## src/hdl/accel_defines.svh

```systemverilog
`ifndef ACCEL_DEFINES_SVH
`define ACCEL_DEFINES_SVH

// ------------------------------------------------------------
// data path sizes
// ------------------------------------------------------------
`define WORD_W          32      // host pipe and memory word width
`define FIFO_DEPTH      64      // words per host FIFO
`define FIFO_CNT_W      7       // holds 0 to FIFO_DEPTH

// ------------------------------------------------------------
// host block throttle
// ------------------------------------------------------------
`define BLOCK_SIZE      16      // words per host block transfer
`define BUFFER_HEADROOM 4       // margin for count latency

// ------------------------------------------------------------
// DMA and word memory
// ------------------------------------------------------------
`define BLOB_BURST_LEN  8       // words per DMA burst
`define MEM_DEPTH       256     // words in the on-chip memory
`define MEM_ADDR_W      8       // memory word address width

`endif

```

## src/hdl/accel_pkg.sv

```systemverilog
`default_nettype none
`include "accel_defines.svh"

package accel_pkg;

	// host control word, bit 0 is reads_en
	typedef struct packed {
		logic fifo_rst;     // clears both FIFOs and the DMA pointers
		logic writes_en;    // lets DMA move pipe-in words to memory
		logic reads_en;     // lets DMA move memory words to pipe-out
	} ctrl_word_t;

	// ------------------------------------------------------------
	// FIFO and memory port bundles
	// ------------------------------------------------------------
	typedef struct packed {
		logic                   full;
		logic                   empty;
		logic [`FIFO_CNT_W-1:0] count;  // exact fill level
	} fifo_status_t;

	typedef struct packed {
		logic                   en;
		logic [`MEM_ADDR_W-1:0] addr;
		logic [`WORD_W-1:0]     data;
	} mem_wr_t;

	typedef struct packed {
		logic                   en;
		logic [`MEM_ADDR_W-1:0] addr;   // data returns on the next cycle
	} mem_rd_t;

endpackage

`default_nettype wire

```

## src/hdl/sync_fifo.sv

```systemverilog
`timescale 1ns/100ps
`default_nettype none
`include "accel_defines.svh"

module sync_fifo (
	input  wire                     okClk,
	input  wire                     i_rst_n,
	input  wire                     i_clear,    // synchronous flush
	input  wire                     i_wr,
	input  wire [`WORD_W-1:0]       i_wr_data,
	input  wire                     i_rd,       // pops the head word
	output logic [`WORD_W-1:0]      o_rd_data,
	output accel_pkg::fifo_status_t o_status
);

	localparam int ADDR_W = $clog2(`FIFO_DEPTH);
	localparam logic [`FIFO_CNT_W-1:0] FULL_CNT = `FIFO_DEPTH;

	logic [`WORD_W-1:0]     mem [`FIFO_DEPTH];
	logic [ADDR_W-1:0]      wr_ptr;
	logic [ADDR_W-1:0]      rd_ptr;
	logic [`FIFO_CNT_W-1:0] count;
	logic                   full;
	logic                   empty;
	logic                   wr_ok;
	logic                   rd_ok;

	assign full  = (count == FULL_CNT);
	assign empty = (count == '0);
	assign rd_ok = i_rd && !empty;
	assign wr_ok = i_wr && (!full || rd_ok);   // a pop frees the slot on the same edge

	assign o_rd_data = mem[rd_ptr];             // head word shows without a read
	assign o_status  = '{full: full, empty: empty, count: count};

	// ------------------------------------------------------------
	// pointers and fill count
	// ------------------------------------------------------------
	always_ff @(posedge okClk or negedge i_rst_n) begin
		if (!i_rst_n) begin
			wr_ptr <= '0;
			rd_ptr <= '0;
			count  <= '0;
		end else if (i_clear) begin
			wr_ptr <= '0;
			rd_ptr <= '0;
			count  <= '0;
		end else begin
			if (wr_ok)
				wr_ptr <= wr_ptr + 1'b1;   // wraps at FIFO_DEPTH
			if (rd_ok)
				rd_ptr <= rd_ptr + 1'b1;
			case ({wr_ok, rd_ok})
				2'b10:   count <= count + 1'b1;
				2'b01:   count <= count - 1'b1;
				default: count <= count;
			endcase
		end
	end

	always_ff @(posedge okClk) begin
		if (wr_ok)
			mem[wr_ptr] <= i_wr_data;
	end

	// producers upstream must respect full, consumers must respect empty
	a_no_overflow: assert property (@(posedge okClk) disable iff (!i_rst_n)
		i_wr |-> (!full || i_rd))
		else $error("sync_fifo: write while full");

	a_no_underflow: assert property (@(posedge okClk) disable iff (!i_rst_n)
		i_rd |-> !empty)
		else $error("sync_fifo: read while empty");

endmodule

`default_nettype wire

```

## src/hdl/host_pipes.sv

```systemverilog
`timescale 1ns/100ps
`default_nettype none
`include "accel_defines.svh"

module host_pipes (
	input  wire                     okClk,
	input  wire                     i_rst_n,
	input  wire                     i_clear,
	input  wire                     i_pipe_in_write,
	input  wire [`WORD_W-1:0]       i_pipe_in_data,
	output logic                    o_pipe_in_ready,
	input  wire                     i_pipe_out_read,
	output logic [`WORD_W-1:0]      o_pipe_out_data,
	output logic                    o_pipe_out_ready,
	input  wire                     i_dma_pop,
	output logic [`WORD_W-1:0]      o_in_head,
	output accel_pkg::fifo_status_t o_in_status,
	input  wire                     i_dma_push,
	input  wire [`WORD_W-1:0]       i_dma_push_data,
	output accel_pkg::fifo_status_t o_out_status
);

	// room for one more block plus the count latency margin
	localparam logic [`FIFO_CNT_W-1:0] IN_READY_MAX =
		`FIFO_DEPTH - `BUFFER_HEADROOM - `BLOCK_SIZE;
	localparam logic [`FIFO_CNT_W-1:0] OUT_READY_MIN = `BLOCK_SIZE;

	sync_fifo u_pipe_in_fifo (
		.okClk     (okClk),
		.i_rst_n   (i_rst_n),
		.i_clear   (i_clear),
		.i_wr      (i_pipe_in_write),    // host side
		.i_wr_data (i_pipe_in_data),
		.i_rd      (i_dma_pop),          // DMA side
		.o_rd_data (o_in_head),
		.o_status  (o_in_status)
	);

	sync_fifo u_pipe_out_fifo (
		.okClk     (okClk),
		.i_rst_n   (i_rst_n),
		.i_clear   (i_clear),
		.i_wr      (i_dma_push),         // DMA side
		.i_wr_data (i_dma_push_data),
		.i_rd      (i_pipe_out_read),    // host side
		.o_rd_data (o_pipe_out_data),
		.o_status  (o_out_status)
	);

	// ------------------------------------------------------------
	// block throttle
	// ------------------------------------------------------------
	always_ff @(posedge okClk or negedge i_rst_n) begin
		if (!i_rst_n) begin
			o_pipe_in_ready  <= 1'b0;
			o_pipe_out_ready <= 1'b0;
		end else begin
			o_pipe_in_ready  <= (o_in_status.count <= IN_READY_MAX);
			o_pipe_out_ready <= (o_out_status.count >= OUT_READY_MIN);  // a full block waits
		end
	end

endmodule

`default_nettype wire

```

## config.mk

```make
export PLATFORM = sky130hd
export DESIGN_NAME = host_pipes
export DESIGN_NICKNAME = d
export VERILOG_FILES = /design/src/hdl/accel_pkg.sv /design/src/hdl/sync_fifo.sv /design/src/hdl/host_pipes.sv
export VERILOG_INCLUDE_DIRS = /design/src /design/src/hdl
export SDC_FILE = /design/constraint.sdc
export NUM_CORES = 2
export LEC_CHECK = 0
export BUFFER_PORTS_ARGS = -buffer_cell sky130_fd_sc_hd__buf_2
export CAP_MARGIN = 20
export CORE_ASPECT_RATIO = 1.75
export CORE_MARGIN = 10
export CORE_UTILIZATION = 47
export CTS_CLUSTER_SIZE = 28
export DETAILED_ROUTE_END_ITERATION = 6
export PLACE_DENSITY_LB_ADDON = 0.1
export SYNTH_ARGS = -nofsm -noshare
export SYNTH_HDL_FRONTEND = slang
export SYNTH_SLANG_ARGS = --single-unit
```

## constraint.sdc

```tcl
create_clock -name okClk -period 4 [get_ports okClk]
set_input_delay 0.4 -clock okClk [delete_from_list [all_inputs] [get_ports okClk]]
set_output_delay 0.4 -clock okClk [all_outputs]
set_load 0.005 [all_outputs]
```

# == Yosys cells after proc, flatten, opt, wreduce, memory -nomap -nowiden ==
# Memories as Yosys holds them, arrays and structs flattened.
# Cells that the tools add are included.
# word_totals
ff_bits,40
latchBits,0
ram_bits,4096
mem_bits_ro,0
input_bits,71
output_inout_bits,84
wordCells,60
n_memories,2
# classes
n_addsub,8
mul,0
div_mod_pow,0
n_lt_le_gt_ge,2
eq_ne,6
n_shift,0
n_mux,16
n_bitwise,0
n_reduce_logical,18
# mem_list
name,depth,word_bits,read_ports,rd_clocked_by_memory_dff,write_ports,line_no,rtl
u_pipe_in_fifo.mem,64,32,1,0,1,sync_fifo.sv:19,logic [`WORD_W-1:0] mem [`FIFO_DEPTH];
u_pipe_out_fifo.mem,64,32,1,0,1,sync_fifo.sv:19,
# op_table
op,n
2-to-1 mux 6 bit,8
one-hot mux 7 bit (2 select lines),2
"adder 6 x 1 -> 6 bit, second input constant",4
"adder 7 x 1 -> 7 bit, second input constant",2
"equality test 7 bit, second input constant",2
zero test 7 bit,2
2-to-1 mux 7 bit,2
"subtractor 7 x 1 -> 7 bit, second input constant",2
nonzero test 2 bit,4
">= comparator 7 x 5 -> 1 bit, second input constant",1
"less-or-equal comparator 7 x 6 -> 1 bit, second input constant",1
nonzero test 3 bit,2
"equality test 2 x 1 -> 1 bit, second input constant",2
"equality test 2 bit, second input constant",2
logical AND 1 bit,4
zero test 1 bit,4
2-to-1 mux 1 bit,4
logical OR 1 bit,2

# == Longest topological paths before layout ==
# logic_depth
depth_word,8
mapped_depth,12
depth_no_buf,11

# == Hierarchy ==
# From an unflattened synthesis, not the netlist that was laid out.
# unflattened
cells_unflattened,7098
area_unflattened_um2,159067.6
# by_module_without_submodules
mod,instances,cells_per_inst,area_per_inst_um2,seq_area_each_um2
sync_fifo at u_pipe_out_fifo,1,3544,79503.8,61974.4
sync_fifo at u_pipe_in_fifo,1,3549,79483.7,61974.4
host_pipes,1,5,80.1,50.0

# == Worst setup path before layout ==
# No wires, ideal clock.
# synth_timing
kind,register -> register
start,register u_pipe_in_fifo.count[6]
end,memory u_pipe_in_fifo.mem[44][0] (netlist bit) (enable)
setup_time_ps,421
arrival_ps,2663
setup_slack_ps,916
path_stages_with_launch,7
path_buffers,1
period_less_slack_ps,3084
path_cell_list,dfrtp_1 > clkbuf_1 > inv_1 > o41ai_4 > nor2_1 > nand2_1 > nor2_1
# synth_via
elab_chain_len,7
elab_cells_between_ends,9
# synth_lines
item,line_no,rtl
start: declaration,sync_fifo.sv:22,logic [`FIFO_CNT_W-1:0] count;
start signal: assignment,sync_fifo.sv:54,2'b10: count <= count + 1'b1;
start signal: assignment,sync_fifo.sv:55,2'b01: count <= count - 1'b1;
start signal: assignment,sync_fifo.sv:56,default: count <= count;
zero test 7 bit,sync_fifo.sv:29,assign empty = (count == '0);
zero test 1 bit,sync_fifo.sv:30,assign rd_ok = i_rd && !empty;
logical AND 1 bit,sync_fifo.sv:30,
logical OR 1 bit *,sync_fifo.sv:31,assign wr_ok = i_wr && (!full || rd_ok);
logical AND 1 bit *,sync_fifo.sv:31,
2-to-1 mux 1 bit *,sync_fifo.sv:62,if (wr_ok)
2-to-1 mux 1 bit (implied by the code) *,sync_fifo.sv:63,mem[wr_ptr] <= i_wr_data;
end: declaration,sync_fifo.sv:19,
# Every way passes the cells marked *; elsewhere a longest branch is shown, timed or not.

# == Worst setup path in the final report ==
# layout_timing
start,register u_pipe_in_fifo.rd_ptr[0]
end,output port o_in_head[11]
# layout_via
elab_chain_len,1
# layout_lines
item,line_no,rtl
start: declaration,sync_fifo.sv:21,logic [ADDR_W-1:0] rd_ptr;
start signal: assignment,sync_fifo.sv:52,rd_ptr <= rd_ptr + 1'b1;
memory (64 x 32 bit),--,
end: declaration,host_pipes.sv:16,"output logic [`WORD_W-1:0] o_in_head,"
# No other way between the ends.

==> impl_metrics.yaml <==
status:
  status: "finished with violations"
  violations: "negative setup slack"
worst_setup_path:
  crit_slowest_cell: "mux4_2"
  cp_data_required_time_ps: 3600
  endpoint_kind: "primary output"
  crit_chain: "buf_12 -> buf_12 -> buf_16 -> mux4_2 -> mux4_2 -> o211ai_1 -> o31ai_2 -> buf_2"
  cp_max_fo: 14
  critPathKind: "register to primary output"
  start_kind: "register"
  cp.arrival_ps: 3760
  slowest_delay_ps: 550
timing:
  min_period_ps: 4160
  hold_ws_ps: 26.4
  finalCritPeriodShare: 1.04
  fin_setup_tns_ps: -3070
  rsz0062_at_grt: "true"
  max-slew-margin-rel: 0.227
  drv_slew: 0
  max_freq_ghz: 0.241
  finalClockSkew_ps: 31.5
  hold_violations: 0
  final.setup.worst_slack_ps: -157
  setup_viol: 52
  tightest_slew_ps: 1160
floorplan:
  fp.dieH_um: 789
  die-area_um2: 362000
  io_pins: 155
  die_w_um: 459
  core-area_um2: 337000
  rows: 282
  initial_core_util: 0.472
synthesis:
  async_reset_ff_frac: 0.00967
  synth_common_cells: "edfxtp_1, mux4_2, mux2i_1"
  yosys_warnings: 0
  synth-edff-count: 4096
  yosysMostFrequentCell: "edfxtp_1"
  ys_top_cells_by_area: "edfxtp_1, mux4_2, mux2i_1, dfrtp_1, nor2_1"
  avgSynthCellArea_um2: 22.6
  yosys.area.top_type: "edfxtp_1"
  synth-seq-cells: 4136
  yosys.area.top_type_share: 0.775
  synthCells: 7030
  synth_nets: 7117
  synth_cell_types: 66
  synth_ff_type: "edfxtp_1"
  ys_seq_area_frac: 0.781
  syn_area_um2: 159000
finish:
  drive_above_1_share: 0.361
  fin_util: 0.562
  finalInstanceArea_um2: 189000
  area_delta_synth_final_pct: 19.2
  finalNetCount: 8082
  nFillCells: 25100
  fin_cells: 12700
global_routing:
  grt_first_pass_wirelength_um: 651000
  grt_pass1_vias: 81700
  overflow: 0
  grt_max_degree: 68
  antenna_found_initial: 11
  grt_usage: 0.255
drt:
  drt_wl_total_um: 474000
  met1_length_um: 162000
  wl_per_cell_um: 37.3
  route.vias.total: 78900
  dr_wl_met3_um: 22800
  routed.top_layer: "met5"
  ant_nets: 0
  drt-initial-drc-count: 7934
  viasPerCell: 6.21
  drt-pass1-iter-count: 5
  wl_met2_um: 263000
  drc_errors: 0
power:
  peakVddDrop_v: 0.000409
  powerDensity_nw_per_um2: 589
  leakage_nw: 58.8
clocking:
  cts_made_buffers: 371
  cts_tree: "yes"
  cts-htree-levels: 5
  cts.sinks: 4136
  clock_latency_ps: 920
  clk_pin_slew_ps: 70
  clockBufferDepth: 4
  cts-root-buf: "clkbuf_16"
place:
  dpl.cell_count: 11700
  placed_area_um2: 169000
  dp_hpwl_um: 281000
  gp_congestion: 0.858
  portBuffers: 154
run:
  maxCapViolations: 0
worst_hold_path:
  hold_class: "input port to register"
[power by group]
part	leakage (nW)	switching, mW	internal (mW)	total (mW)
Sequential	37.4	0.210	47.9	48.1
Combinational	15.5	12.9	14.2	27.1
Clock	5.93	15.9	20.3	36.2
[cell type report]
class | instances | area (um2) | share of cell area
Inverter | 25 | 115 | 0.000608
Tap cell | 4402 | 5510 | 0.0291
Multi-Input combinational cell | 2479 | 36000 | 0.190
Clock buffer | 452 | 9830 | 0.0520
Timing Repair Buffer | 982 | 11500 | 0.0607
Sequential cell | 4136 | 124000 | 0.656
Antenna cell | 11 | 27.5 | 0.000145
Clock inverter | 220 | 2270 | 0.0120
[logic make-up (layout without fill, tap and decap cells)]
kind of cell               Yosys count  in the layout  synth area share
buffers and inverters              416           1679            0.0130
DFF                               4136           4136             0.781
muxes                             1307           1307             0.163
and+or+nand+nor                    539            540            0.0147
xor gates and xnor gates            24             24           0.00132
other                                0             11                 0
AOI/OAI and AO/OA                  592            592            0.0256
adders and majority gates           16             16           0.00136
[timing repair]
item	in CTS	in global routing
buffers inserted	86	149
gates cloned	41	36
hold buffers	16	20
pin swaps	59	116
setup endpoints to repair	64	65
resized for setup	460	351
hold endpoints to repair	161	265
[per-layer routing]
| metal | track usage | up-vias |
|---|---|---|
| li1 | - | 31800 |
| met1 | 0.289 | 43300 |
| met2 | 0.476 | 2929 |
| met3 | 0.0292 | 833 |
| met5 | 0 | - |
| met4 | 0.120 | 2 |
[flip-flops by register name (all words and copies together) (netlist names)]
name and count:
u_pipe_in_fifo.mem 2048, u_pipe_out_fifo.wr_ptr 6, u_pipe_in_fifo.rd_ptr 6, u_pipe_in_fifo.wr_ptr 6, u_pipe_in_fifo.count 7, o_pipe_out_ready 1, u_pipe_out_fifo.mem 2048, u_pipe_out_fifo.count 7
o_pipe_in_ready 1, u_pipe_out_fifo.rd_ptr 6
[critical path, delay by kind of cell, from the launching register on]
kind                   cells  cell delay, ps
AOI/OAI and AO/OA          2             700
buffers and inverters      4             600
DFF                        1             440
muxes                      2            1050
[final timing paths]
| path | to | depth (start not counted) | startpoint | slack, ps |
|---|---|---|---|---|
| hold / removal | u_pipe_in_fifo.mem[63][3] | 1 | i_pipe_in_data[3] | 30 |
| max in group asynchronous | u_pipe_out_fifo.rd_ptr[3] | 4 | i_rst_n | 2790 |
| setup reg to reg | u_pipe_in_fifo.count[6] | 13 | u_pipe_in_fifo.count[2] | 410 |
| min in group asynchronous | u_pipe_out_fifo.count[0] | 2 | i_rst_n | 160 |
| setup / recovery | o_in_head[11] | 8 | u_pipe_in_fifo.rd_ptr[0] | -160 |
| hold reg to reg | o_pipe_in_ready | 1 | u_pipe_in_fifo.count[5] | 570 |
[layout by cell type, fill, tap and decap left out, types with 32 or more instances in the layout]
cell           instances
clkbuf_1              68
o22ai_1               59
clkbuf_16            412
mux4_2              1023
o21ai_0               32
nand2_1              167
buf_2                129
edfxtp_1            4096
clkinv_2              84
buf_16                59
dlygate4sd3_1         36
clkinv_1              59
nor2_1                58
buf_4                453
a21oi_1              105
nor2_4               152
o221ai_1              33
mux2i_1              260
buf_12               163
buf_6                 86
bufinv_16             43
[through the flow]
step	worst slack [ps]	total power [mW]
3_3_place_gp	-289	69.4
5_1_grt	-235	115
2_1_floorplan	916	62.2
4_1_cts	-244	109
3_5_place_dp	-109	69.6
6_report	-157	111
(Power assumes the default switching activity.)
