### src/hdl/accel_defines.svh
`ifndef ACCEL_DEFINES_SVH
`define ACCEL_DEFINES_SVH

// ------------------------------------------------------------
// data path sizes
// ------------------------------------------------------------
`define WORD_W          32      // host pipe and memory word width
`define FIFO_DEPTH      64      // words per host FIFO
`define FIFO_CNT_W      7       // holds 0 to FIFO_DEPTH

// ------------------------------------------------------------
// host block throttle
// ------------------------------------------------------------
`define BLOCK_SIZE      16      // words per host block transfer
`define BUFFER_HEADROOM 4       // margin for count latency

// ------------------------------------------------------------
// DMA and word memory
// ------------------------------------------------------------
`define BLOB_BURST_LEN  8       // words per DMA burst
`define MEM_DEPTH       256     // words in the on-chip memory
`define MEM_ADDR_W      8       // memory word address width

`endif

### src/hdl/accel_pkg.sv
`default_nettype none
`include "accel_defines.svh"

package accel_pkg;

	// host control word, bit 0 is reads_en
	typedef struct packed {
		logic fifo_rst;     // clears both FIFOs and the DMA pointers
		logic writes_en;    // lets DMA move pipe-in words to memory
		logic reads_en;     // lets DMA move memory words to pipe-out
	} ctrl_word_t;

	// ------------------------------------------------------------
	// FIFO and memory port bundles
	// ------------------------------------------------------------
	typedef struct packed {
		logic                   full;
		logic                   empty;
		logic [`FIFO_CNT_W-1:0] count;  // exact fill level
	} fifo_status_t;

	typedef struct packed {
		logic                   en;
		logic [`MEM_ADDR_W-1:0] addr;
		logic [`WORD_W-1:0]     data;
	} mem_wr_t;

	typedef struct packed {
		logic                   en;
		logic [`MEM_ADDR_W-1:0] addr;   // data returns on the next cycle
	} mem_rd_t;

endpackage

`default_nettype wire

### src/hdl/burst_dma.sv
`timescale 1ns/100ps
`default_nettype none
`include "accel_defines.svh"

module burst_dma (
	input  wire                     okClk,
	input  wire                     i_rst_n,
	input  wire accel_pkg::ctrl_word_t   i_ctrl,
	input  wire accel_pkg::fifo_status_t i_in_status,
	input  wire [`WORD_W-1:0]       i_in_head,
	output logic                    o_pop,
	input  wire accel_pkg::fifo_status_t i_out_status,
	output logic                    o_push,
	output logic [`WORD_W-1:0]      o_push_data,
	output accel_pkg::mem_wr_t      o_mem_wr,
	output accel_pkg::mem_rd_t      o_mem_rd,
	input  wire [`WORD_W-1:0]       i_mem_rd_data,
	output logic                    o_wr_busy,
	output logic                    o_rd_busy
);

	typedef enum logic [1:0] {
		ST_IDLE,
		ST_WRITE,
		ST_READ
	} state_t;

	localparam int CNT_W = $clog2(`BLOB_BURST_LEN + 1);
	localparam int PTR_W = `MEM_ADDR_W + 1;     // extra bit tells full from empty

	localparam logic [CNT_W-1:0]       BEAT_LAST = `BLOB_BURST_LEN - 1;
	localparam logic [CNT_W-1:0]       BEAT_LEN  = `BLOB_BURST_LEN;
	localparam logic [`FIFO_CNT_W-1:0] IN_MIN    = `BLOB_BURST_LEN;
	localparam logic [`FIFO_CNT_W-1:0] OUT_MAX   = `FIFO_DEPTH - `BLOB_BURST_LEN;
	localparam logic [PTR_W-1:0]       STORE_MIN = `BLOB_BURST_LEN;
	localparam logic [PTR_W-1:0]       STORE_MAX = `MEM_DEPTH - `BLOB_BURST_LEN;

	state_t           state;
	logic [CNT_W-1:0] beat;         // position inside the current burst
	logic [PTR_W-1:0] wr_ptr;
	logic [PTR_W-1:0] rd_ptr;
	logic [PTR_W-1:0] stored;       // words held in memory
	logic             rd_pend;      // read return due this cycle
	logic             start_wr;
	logic             start_rd;
	logic             rd_issue;

	// ------------------------------------------------------------
	// burst start conditions
	// ------------------------------------------------------------
	assign stored   = wr_ptr - rd_ptr;
	assign start_wr = i_ctrl.writes_en &&
		(i_in_status.count >= IN_MIN) && (stored <= STORE_MAX);
	assign start_rd = i_ctrl.reads_en &&
		(stored >= STORE_MIN) && (i_out_status.count <= OUT_MAX);

	// read requests stop one beat early, the last beat only drains
	assign rd_issue = (state == ST_READ) && (beat != BEAT_LEN);

	assign o_pop       = (state == ST_WRITE);
	assign o_mem_wr    = '{en: o_pop, addr: wr_ptr[`MEM_ADDR_W-1:0], data: i_in_head};
	assign o_mem_rd    = '{en: rd_issue, addr: rd_ptr[`MEM_ADDR_W-1:0]};
	assign o_push      = rd_pend;
	assign o_push_data = i_mem_rd_data;      // memory output register holds the word
	assign o_wr_busy   = (state == ST_WRITE);
	assign o_rd_busy   = (state == ST_READ);

	// ------------------------------------------------------------
	// burst FSM and memory pointers
	// ------------------------------------------------------------
	always_ff @(posedge okClk or negedge i_rst_n) begin
		if (!i_rst_n) begin
			state   <= ST_IDLE;
			beat    <= '0;
			wr_ptr  <= '0;
			rd_ptr  <= '0;
			rd_pend <= 1'b0;
		end else if (i_ctrl.fifo_rst) begin
			state   <= ST_IDLE;         // abort any burst in flight
			beat    <= '0;
			wr_ptr  <= '0;
			rd_ptr  <= '0;
			rd_pend <= 1'b0;
		end else begin
			rd_pend <= rd_issue;
			if (o_pop)
				wr_ptr <= wr_ptr + 1'b1;
			if (rd_issue)
				rd_ptr <= rd_ptr + 1'b1;

			case (state)
				ST_IDLE: begin
					beat <= '0;
					if (start_wr)
						state <= ST_WRITE;  // write burst wins a tie
					else if (start_rd)
						state <= ST_READ;
				end
				ST_WRITE: begin
					beat <= beat + 1'b1;
					if (beat == BEAT_LAST)
						state <= ST_IDLE;
				end
				ST_READ: begin
					beat <= beat + 1'b1;
					if (beat == BEAT_LEN)
						state <= ST_IDLE;   // last return pushed this cycle
				end
				default: state <= ST_IDLE;
			endcase
		end
	end

	// a read return must never spill into a following write burst
	a_one_kind: assert property (@(posedge okClk) disable iff (!i_rst_n)
		!(o_pop && o_push))
		else $error("burst_dma: pop and push in the same cycle");

	// space was checked at burst start, host pops only add room
	a_push_space: assert property (@(posedge okClk) disable iff (!i_rst_n)
		o_push |-> !i_out_status.full)
		else $error("burst_dma: push into a full pipe-out FIFO");

endmodule

`default_nettype wire

### config.mk
export PLATFORM = sky130hd
export DESIGN_NAME = burst_dma
export DESIGN_NICKNAME = d
export VERILOG_FILES = /design/src/hdl/accel_pkg.sv /design/src/hdl/burst_dma.sv
export VERILOG_INCLUDE_DIRS = /design/src /design/src/hdl
export SDC_FILE = /design/constraint.sdc
export NUM_CORES = 1
export LEC_CHECK = 0
export ABC_AREA = 1
export BUFFER_PORTS_ARGS = -buffer_cell sky130_fd_sc_hd__clkbuf_2
export CAP_MARGIN = 40
export CORE_ASPECT_RATIO = 0.8
export CORE_MARGIN = 1
export CORE_UTILIZATION = 35
export DETAILED_ROUTE_END_ITERATION = 10
export PLACE_DENSITY = 0.69
export SETUP_SLACK_MARGIN = 0.4
export SLEW_MARGIN = 10
export SYNTH_ARGS = -nofsm -noshare
export SYNTH_HDL_FRONTEND = slang
export SYNTH_SLANG_ARGS = --single-unit
### constraint.sdc
create_clock -name okClk -period 1.9 [get_ports okClk]
set_clock_uncertainty 0.05 [all_clocks]
set_input_delay 0 -clock okClk [delete_from_list [all_inputs] [get_ports okClk]]
set_output_delay 0 -clock okClk [all_outputs]
set_load 0.02 [all_outputs]
# After elaboration in Yosys (flattened, before gate mapping)
# Cells that the tools add are included.
# W data, S select, Z words.
[totals]
ramBits = 0
romBits = 0
latchBits = 0
output_inout_bits = 86
input_bits = 87
n_memories = 0
register_bits = 25
[op_classes]
n_reduce_logical = 11
mux = 13
n_shift = 0
n_addsub = 4
n_lt_le_gt_ge = 4
multipliers = 0
n_bitwise = 0
eq_ne = 8
div = 0
[ops]
columns = ["op", "n"]
rows = [
  ["$mux W9", 4],
  ["$add A9 B1 Y9 const B", 2],
  ["$mux W2", 5],
  ["$ge A9 B4 Y1 const B", 1],
  ["$le A9 B8 Y1 const B", 1],
  ["$sub A9 B9 Y9", 1],
  ["$ne A4 B4 Y1 const B", 2],
  ["$pmux W4 S2", 1],
  ["$ge A7 B4 Y1 const B", 1],
  ["$le A7 B6 Y1 const B", 1],
  ["$ne A3 B2 Y1 const B", 2],
  ["$pmux W2 S3", 1],
  ["$logic_and A1 B1 Y1", 5],
  ["$add A4 B1 Y4 const B", 1],
  ["$eq A4 B3 Y1 const B", 1],
  ["$eq A4 B4 Y1 const B", 1],
  ["$mux W4", 1],
  ["$reduce_bool A2 Y1", 2],
  ["$reduce_and A3 Y1", 1],
  ["$reduce_bool A3 Y1", 1],
  ["$eq A2 B1 Y1 const B", 1],
  ["$eq A2 B2 Y1 const B", 1],
  ["$logic_not A2 Y1", 1],
  ["$reduce_or A2 Y1", 1],
  ["$mux W1", 1],
]

# Longest topological paths before layout
# Gate-level depths: netlist of run 1.
[logic_depth]
word_depth = 8
mapped_depth = 15
mapped_depth_nobuf = 15

# Worst setup path before layout of run 1
# No wires, ideal clock.
[synth_timing]
kind = "reg-to-reg"
startpoint = "reg state[1]"
endpoint = "reg wr_ptr[8]"
t_required_ps = 1727
slack_ps = 152
t_arrival_ps = 1575
path_stages_with_launch = 9
setup_ps = 123
cell_sequence = "dfrtp_1 > inv_1 > ha_1 > nand3_1 > nor2_1 > nand2_1 > nor3_1 > and3_1 > nor3_1"
[synth_via]
elab_chain_len = 2
[synth_lines]
columns = ["element", "line", "text"]
rows = [
  ["from (decl)", "burst_dma.sv:38", "state_t state;"],
  ["from (signal assigned)", "burst_dma.sv:73", "state <= ST_IDLE;"],
  ["from (signal assigned)", "burst_dma.sv:79", "state <= ST_IDLE;"],
  ["from (signal assigned)", "burst_dma.sv:95", "state <= ST_WRITE;"],
  ["$eq A2 B1 Y1", "burst_dma.sv:60", "assign o_pop = (state == ST_WRITE);"],
  ["net o_pop", "burst_dma.sv:11", "output logic o_pop,"],
  ["$reduce_bool A2 Y1 (no line)", "--", ""],
  ["to (signal assigned)", "burst_dma.sv:87", "wr_ptr <= wr_ptr + 1'b1;"],
  ["to (decl)", "burst_dma.sv:40", "logic [PTR_W-1:0] wr_ptr;"],
]
# The timed path passes the listed nets, and every way through them passes these cells.
# A chain may end at the register's enable or synchronous reset.

# Worst setup path after layout of run 1
[layout_timing]
startpoint = "reg wr_ptr[2]"
endpoint = "reg state[0]"
[layout_via]
elab_chain_len = 6
elab_cells_between_ends = 11
classes_between = "1 x add/sub; 2 x order compare; 1 x eq/ne; 3 x mux; 4 x reduce/logical"
[layout_lines]
columns = ["element", "line", "text"]
rows = [
  ["$sub A9 B9 Y9 *", "burst_dma.sv:51", "assign stored = wr_ptr - rd_ptr;"],
  ["$le A9 B8 Y1 or $ge A9 B4 Y1 (tied branches)", "burst_dma.sv:53, burst_dma.sv:55", ""],
  ["$logic_and A1 B1 Y1 (on tied branches)", "burst_dma.sv:53, burst_dma.sv:54", ""],
  ["$mux W2 or $logic_and A1 B1 Y1 (tied branches)", "burst_dma.sv:94, burst_dma.sv:55", ""],
  ["$pmux W2 S3 or $ne A4 B4 Y1 (tied branches)", "--", ""],
  ["$mux W2 or $reduce_and A3 Y1 (tied branches)", "--", ""],
  ["to (signal assigned)", "burst_dma.sv:79", ""],
  ["to (signal assigned)", "burst_dma.sv:95", ""],
  ["to (signal assigned)", "burst_dma.sv:97", "state <= ST_READ;"],
]
# Mark *: on every way between the ends. The rest lies on a longest branch, timed or not.

==> impl_metrics.toml, run 1 <==
[die]
num_rows = 27
fp.dieH_um = 77.9
core_um2 = 6930
fp.dieArea_um2 = 7540
initial_utilization_pct = 36.4
io_pins = 173
die_w_um = 96.8

[worst_setup_path]
crit_fanout = 5
crit_path_end_kind = "flip-flop"
worstPathArrival_ns = 1.99
critPathKind = "flip-flop to flip-flop"
path_buf_inv = 1
path_cells = "ha_4 > nand2_1 > inv_2 > nand2_2 > nand2_2 > nand2_2 > nand3_1 > nand2_2 > nor2_2 > nand3_1 > nand2_2 > nand4_1 > nand2_1"
max_stage_delay_ns = 0.44
cp_top_family = "simple AND/OR/NAND/NOR gates"
startpoint_type = "flip-flop"
cp_slowest_cell = "dfrtp_2"
worstPathRequired_ns = 2.07
cpMostUsedCell = "nand2_2"

[power_and_ir_drop]
power_density_nw_per_um2 = 500
p_leak_nw = 1.79
ir_drop_mv = 0.259

[synthesis]
seq_area_frac_synth_pct = 24.8
syn_area_per_cell_um2 = 7.24
synth_area_leaders = "dfrtp_1 25%, buf_4 25%, nand2_1 8.6%"
synth_seq_cells = 25
ys_warn_count = 0
synth_ff_type = "dfrtp_1"
syn_nets = 450
synth_cell_types = 27
synth_enable_flop_cells = 0
yosysTopAreaCellShare_pct = 24.8
synth_cells = 348
netlist_area_um2 = 2520
yosysMostFrequentCell = "buf_4"
yosysTopAreaCell = "dfrtp_1"
ys_top_cells_by_count = "83 x buf_4, 58 x nand2_1, 45 x inv_1, 25 x dfrtp_1, 20 x nor2_1"
async_flop_share_pct = 100

[grt]
grt_pass1_vias = 2211
grt-ovfl-total = 0
grt_max_degree = 26
grt_usage_pct = 16.1
grt_pass1_wl_mm = 9.87
grt_antenna_before_repair = 0

[drt]
via_per_inst = 4.67
drt_iter0_drc = 95
wl_per_cell_um = 13.2
drc_errors = 0
routed_wl_mm = 6.65
ant_nets = 0
vias = 2343
drtPass1Iterations = 4

[place]
io_buffer_count = 37
dp_hpwl_mm = 4.00
dp_slack_ns = 0.0366
gp_congestion = 0.806

[job]
max_cap_viol_count = 0

[sta]
rsz0062_at_grt = "yes"
fmax_ghz = 0.551
worst_pin_slew_ns = 0.663
post-route-min-period_ns = 1.82
slew_headroom_pct = 55.8
setup_slack_ns = 0.0835
setup_viol = 0
fin_crit_sh_pct = 95.6
hold_violations = 0
final-max-slew-violation-count = 0
tns_ns = 0

[layout]
layout.nets = 518
final_layout_size_suffix_gt1_share_pct = 43.9
diodes = 0
utilization_pct = 51.3
area_growth_pct = 41.1

[clock_network]
cts_buffer_depth = 2
clock_latency_ns = 0.29
cts.sinks = 25
clk_transition_reported_paths_ns = 0.11
cts_tree = "done"
cts_buffers = 3
htree_num_levels = 1
cts-root-buf = "clkbuf_8"

[worst_hold_path]
holdCritPathClass = "primary input to flip-flop"

[outcome]
status = "complete, no violations"
-- worst reg2reg max path, delay by kind of cell (launching register included) --
kind / cells / cell delay, ns
buffers and inverters: 1 / 0.07
adders and majority gates: 1 / 0.31
DFF: 1 / 0.44
and+or+nand+nor: 11 / 0.86
-- stage by stage --
step | cell area (µm²) | hold slack, ns | instances | total power [mW]
floorplan | 2610 | -0.346 | 348 | 1.15
global placement | 2320 | -0.0499 | 394 | 1.03
detailed placement | 2320 | -0.0499 | 394 | 1.05
CTS | 3400 | 0.0224 | 494 | 1.71
global route | 3550 | 0.0282 | 502 | 1.87
finish | 3550 | 0.0200 | 502 | 1.78
-- final timing paths --
kind,start,end,slack (ns),depth (start not counted)
max,wr_ptr[2],state[0],0.08,13
min,i_ctrl[2],rd_ptr[5],0.02,2
max reg2reg,wr_ptr[2],state[0],0.08,13
min reg2reg,rd_ptr[0],rd_ptr[0],0.51,2
max in group asynchronous,i_rst_n,wr_ptr[5],1.11,2
min in group asynchronous,i_rst_n,beat[3],0.21,2
-- state kept, by name, indices dropped and copies added, names as in the netlist --
register,flops
rd_ptr,9
state,2
wr_ptr,9
beat,4
o_push,1
-- area by class of cell --
type,count,area (µm²)
Tap cell,87,109
Fill cell,637,3370
Inverter,51,191
Multi-Input combinational cell,187,1380
Clock inverter,1,5.00
Sequential cell,25,632
Clock buffer,3,41.3
Timing Repair Buffer,148,1200
-- kinds of logic (layout without fill, tap and decap cells) --
family / count (synthesis) / after routing / synth area share (%)
AND/OR/NAND/NOR: 137 / 137 / 26.4
buffers and inverters: 136 / 203 / 32.7
AO/OA/AOI/OAI: 30 / 30 / 6.86
flip-flops: 25 / 25 / 24.8
adder cells (fa/ha/maj): 15 / 15 / 7.45
XOR/XNOR: 5 / 5 / 1.74
-- per-layer routing --
layer	wire (µm)	part of all wire, %	GRT usage, %
met2	3460	52	27.2
met1	2750	41	20.8
met5	0	0	0
met4	51	0.77	4.48
met3	393	5.9	3.15
-- placed cells by master (no fill, tap or decap), types with 5 or more instances in the layout --
cell and n:
inv_1 28, dfrtp_1 20, buf_4 42, nand2_4 6
nand3_2 6, dlygate4sd3_1 65, nand4_1 6, nand2_2 24
a21oi_1 8, nor3_1 7, nand2_1 41, ha_4 9
dfrtp_2 5, nand3_1 14, o21ai_0 8, inv_2 23
clkbuf_2 37, nor2_1 16
-- what timing repair did --
action                                  in CTS  in global routing
endpoints found under the setup margin      10                 14
hold buffers                                65                  0
gates resized for setup                     47                 30
cloned                                       0                  0
hold endpoints to repair                    89                  0
pin swaps                                   16                 16
setup buffers                               31                  8
-- where the power goes --
group	internal (mW)	leakage, nW	switching, mW
Clock	0.148	0.0255	0.198
Sequential	0.556	0.339	0.0261
Combinational	0.359	1.42	0.490
Power figures use the tool's default switching activity.
==> run 2: changes to the inputs <==
--- a/config.mk
+++ b/config.mk
@@ -14,7 +14,6 @@
 export CORE_UTILIZATION = 35
 export DETAILED_ROUTE_END_ITERATION = 10
 export PLACE_DENSITY = 0.69
-export SETUP_SLACK_MARGIN = 0.4
 export SLEW_MARGIN = 10
 export SYNTH_ARGS = -nofsm -noshare
 export SYNTH_HDL_FRONTEND = slang
==> run 2 against run 1 <==
Sequential power is 0.9% lower. Sequential cell count did not move. Register-to-register slack improved by 0.03 ns. Non-clock buffer count is 23 lower. Clock power decreased by 1%. Critical endpoint unchanged. Via count is 5.5% lower. Die area unchanged.
==> impl_metrics.toml, run 2 (synthesized netlist as in run 1, its figures left out) <==
[layout]
layout_common_cells = "66 x dlygate4sd3_1, 52 x nand2_1, 37 x clkbuf_2"
area_growth_pct = 27.1
fin_area_um2 = 3200
layout_commonest_cell = "dlygate4sd3_1"
nFillCells = 677
regArea_um2 = 631
final_layout_size_suffix_gt1_share_pct = 32.4
diodes = 0
top_regs = "rd_ptr (9), wr_ptr (9), beat (4)"
multiInputGateArea_um2 = 1210
layout.nets = 495

[worst_setup_path]
max_stage_delay_ns = 0.41
startpoint_type = "flip-flop"
cpMostUsedCell = "nand2_1"
crit_path_end_kind = "flip-flop"
cp_slowest_cell = "dfrtp_1"
critPathKind = "flip-flop to flip-flop"
path_cells = "inv_2 > ha_4 > nand2_1 > nand2_1 > inv_2 > nand2_2 > nand2_2 > nand2_1 > nand2_1 > nand2_2 > nor2_2 > nand3_2 > nand2_2 > nand4_1 > nand2_1"
crit_fanout = 5
worstPathRequired_ns = 2.08
worstPathArrival_ns = 1.97

[worst_hold_path]
holdCritPathClass = "primary input to flip-flop"

[job]
max_cap_viol_count = 0

[clock_network]
cts-root-buf = "clkbuf_8"
htree_num_levels = 1
cts_buffers = 3
cts_buffer_depth = 2
cts.sinks = 25
cts_tree = "done"
clock_latency_ns = 0.28
clk_transition_reported_paths_ns = 0.10

[die]
num_rows = 27
fp.dieH_um = 77.9
io_pins = 173
die_w_um = 96.8
core_um2 = 6930
fp.dieArea_um2 = 7540
initial_utilization_pct = 36.4

[drt]
vias = 2214
drt_iter0_drc = 80
ant_nets = 0
drc_errors = 0
wl_per_cell_um = 12.9
drtPass1Iterations = 4
routed_wl_mm = 6.17
via_per_inst = 4.62

[sta]
setup_viol = 0
fmax_ghz = 0.559
setup_slack_ns = 0.110
worst_pin_slew_ns = 0.700
fin_crit_sh_pct = 94.2
hold_violations = 0
slew_headroom_pct = 53.3
post-route-min-period_ns = 1.79
holdWs_ns = 0.00711
final-max-slew-violation-count = 0

[grt]
grt_pass1_wl_mm = 9.39
grt_antenna_before_repair = 0
grt_max_degree = 26
grt-ovfl-total = 0
grt_usage_pct = 15.2
grt_pass1_vias = 2028

[place]
post_dp_cell_area_um2 = 2280
io_buffer_count = 37
gp_congestion = 0.820
dp_hpwl_mm = 4.03
dp_slack_ns = -0.00514

[power_and_ir_drop]
power_density_nw_per_um2 = 512
p_leak_nw = 1.60
ir_drop_mv = 0.371

[outcome]
status = "complete, no violations"
[run 2: per-layer routing]
layer	global-route usage (%)	routed length, µm	vias to the layer above	share of wire [%]
met2	24.5	2880	74	47
met3	3.33	331	2	5.4
li1	-	-	1107	-
met1	21.5	2950	1031	48
met5	0	0	-	0
met4	1.34	7	0	0.11
[run 2: final timing paths]
path / startpoint / to / slack, ns / cells after the start
max: rd_ptr[2] / state[0] / 0.11 / 15
min: i_ctrl[0] / state[1] / 0.007 / 5
min in group asynchronous: i_rst_n / rd_ptr[7] / 0.23 / 2
max in group asynchronous: i_rst_n / rd_ptr[0] / 1.07 / 2
max reg2reg: rd_ptr[2] / state[0] / 0.11 / 15
min reg2reg: rd_ptr[0] / rd_ptr[0] / 0.49 / 1
[run 2: layout make-up]
class | instances | area share, %
repair buffers | 125 | 31.6
clock inverters | 1 | 0.156
clock buffers | 3 | 1.29
inverters | 51 | 5.98
well taps | 87 | 3.40
flip-flops and latches | 25 | 19.7
multi-input cells | 187 | 37.9
[run 2: power by group]
part / internal (mW) / switching [mW] / total [mW]
Sequential: 0.556 / 0.0210 / 0.577
Clock: 0.148 / 0.194 / 0.341
Combinational: 0.280 / 0.441 / 0.721
[run 2: worst max-delay path: cells and delay by family (launching register included)]
kind	cells	cell delay [ns]
simple gates	12	0.91
flops	1	0.41
buf+inv	2	0.16
fa+ha+maj	1	0.22
[run 2: repair_timing]
| action | 4_1_cts | 5_1_grt |
|---|---|---|
| pin swaps | 0 | 7 |
| hold buffers | 66 | 0 |
| resized for setup | 1 | 35 |
| endpoints found under the setup margin | 2 | 6 |
| endpoints found under the hold margin | 90 | 0 |
| buffers inserted | 1 | 7 |
[run 2: per-stage QoR]
stage	utilization [%]	TNS [ns]	std cells	power (mW)
after floorplan	-	0	348	1.13
after detailed placement	33.0	-0.00514	401	1.04
final	46.2	0	479	1.64
after global placement	33.0	0	401	1.04
after CTS	43.3	0	472	1.59
after global routing	46.2	-0.0700	479	1.74
==> run 3: changes to the inputs <==
--- a/config.mk
+++ b/config.mk
@@ -14,6 +14,7 @@
 export CORE_UTILIZATION = 35
 export DETAILED_ROUTE_END_ITERATION = 10
 export PLACE_DENSITY = 0.69
+export RECOVER_POWER = 50
 export SLEW_MARGIN = 10
 export SYNTH_ARGS = -nofsm -noshare
 export SYNTH_HDL_FRONTEND = slang
==> run 3 against run 2 <==
Non-clock buffer count is the same. Final area about the same. Worst setup slack hardly changed. Global-route usage is the same. Wire length fell by 0.15%. Count of clock-buffer cells in the layout unchanged. Core utilization about the same. Critical path depth stayed put. Worst hold slack barely moved. First-iteration DRC count is the same. Critical path type unchanged.
==> impl_metrics.toml, run 3 (synthesized netlist as in run 1, its figures left out) <==
[die]
num_rows = 27
fp.dieH_um = 77.9
io_pins = 173
initial_utilization_pct = 36.4
core_um2 = 6930
fp.dieArea_um2 = 7540
die_w_um = 96.8

[layout]
layout.nets = 495
multiInputGateArea_um2 = 1210
layout_commonest_cell = "dlygate4sd3_1"
fin_cells = 479
regArea_um2 = 631
diodes = 0
area_growth_pct = 27.0
top_regs = "rd_ptr (9), wr_ptr (9), beat (4)"
layout_common_cells = "66 x dlygate4sd3_1, 52 x nand2_1, 36 x inv_1, 36 x clkbuf_2, 22 x buf_4"
nFillCells = 678
final_layout_size_suffix_gt1_share_pct = 32.1

[job]
max_cap_viol_count = 0

[drt]
via_per_inst = 4.61
drc_errors = 0
vias = 2210
drtPass1Iterations = 4
drt_iter0_drc = 80
routed_wl_mm = 6.17
ant_nets = 0
wl_per_cell_um = 12.9

[place]
dp_hpwl_mm = 4.03
io_buffer_count = 37
dp_cells = 401
gp_congestion = 0.820

[power_and_ir_drop]
p_leak_nw = 1.59
ir_drop_mv = 0.371
p_sw_uw = 656
power_density_nw_per_um2 = 512
power_frac_seq_pct = 35.2
p_comb_share_pct = 44.0
switching_share_pct = 40.0
intPower_uw = 983
p_total_mw = 1.64
p_clk_share_pct = 20.8

[clock_network]
cts.sinks = 25
cts-root-buf = "clkbuf_8"
clock_latency_ns = 0.28
htree_num_levels = 1
clk_transition_reported_paths_ns = 0.10
cts_buffer_depth = 2
cts_buffers = 3
cts_tree = "done"

[grt]
grt_pass1_wl_mm = 9.39
grt_pass1_vias = 2028
grt_usage_pct = 15.2
grt_max_degree = 26
grt-ovfl-total = 0
grt_antenna_before_repair = 0

[worst_setup_path]
critPathKind = "flip-flop to flip-flop"
worstPathRequired_ns = 2.08
startpoint_type = "flip-flop"
crit_path_end_kind = "flip-flop"
worstPathArrival_ns = 1.97
crit_fanout = 5

[sta]
worst_pin_slew_ns = 0.700
setup_viol = 0
holdWs_ns = 0.00729
slew_headroom_pct = 53.3
fin_crit_sh_pct = 94.2
final-max-slew-violation-count = 0
post-route-min-period_ns = 1.79
fmax_ghz = 0.559
hold_violations = 0

[worst_hold_path]
holdCritPathClass = "primary input to flip-flop"

[outcome]
status = "complete, no violations"
[run 3: cell counts in the layout (fill, tap and decap cells not counted)]
Identical to the previous run, type by type.
[run 3: metal layers]
layer  up-vias  track usage, %  wire length [µm]
met5         -               0                 0
met2        74            24.5              2880
met4         0            1.34                 7
met1      1028            21.5              2950
li1       1106               -                 -
met3         2            3.33               326
[run 3: timing repair]
action / 4_1_cts / 5_1_grt
resized for setup: 1 / 35
setup endpoints to repair: 2 / 6
hold buffers: 66 / 0
pin swaps: 0 / 7
buffers inserted: 1 / 7
endpoints found under the hold margin: 90 / 0
[run 3: worst paths after layout]
check / cells past startpoint / to / start / slack (ns)
setup / recovery: 15 / state[0] / rd_ptr[2] / 0.11
min in group asynchronous: 2 / rd_ptr[7] / i_rst_n / 0.23
setup reg to reg: 15 / state[0] / rd_ptr[2] / 0.11
max in group asynchronous: 2 / rd_ptr[0] / i_rst_n / 1.07
hold reg to reg: 1 / rd_ptr[0] / rd_ptr[0] / 0.49
hold / removal: 5 / state[1] / i_ctrl[0] / 0.007
[run 3: through the flow]
stage	setup TNS, ns	utilization (%)	worst slack, ns	area, µm²
after floorplan	0	-	0.152	2520
after detailed placement	-0.00514	33.0	-0.00514	2280
after CTS	0	43.3	0.000792	3000
after global routing	-0.0700	46.2	-0.0404	3200
after global placement	0	33.0	0.0200	2280
final	0	46.2	0.110	3200
[run 3: cell type report]
type | instances | area share (%)
Tap cell | 87 | 3.40
Clock buffer | 3 | 1.29
Clock inverter | 1 | 0.156
Sequential cell | 25 | 19.7
Multi-Input combinational cell | 187 | 37.9
Timing Repair Buffer | 125 | 31.6
Inverter | 51 | 5.98
[run 3: critical path, stage by stage, from the launching register on]
cell,delay (ns)
dfrtp_1,0.41
inv_2,0.09
ha_4,0.22
nand2_1,0.06
nand2_1,0.08
inv_2,0.07
nand2_2,0.06
nand2_2,0.07
nand2_1,0.05
nand2_1,0.07
nand2_2,0.07
nor2_2,0.13
nand3_2,0.09
nand2_2,0.08
nand4_1,0.08
nand2_1,0.07
[run 3: power groups by stage]
stage | logic [mW] | clock network [mW] | registers (mW)
2_1_floorplan | 0.548 | 0 | 0.584
3_3_place_gp | 0.449 | 0 | 0.586
3_5_place_dp | 0.458 | 0 | 0.587
4_1_cts | 0.670 | 0.347 | 0.577
5_1_grt | 0.797 | 0.361 | 0.579
6_report | 0.721 | 0.341 | 0.577
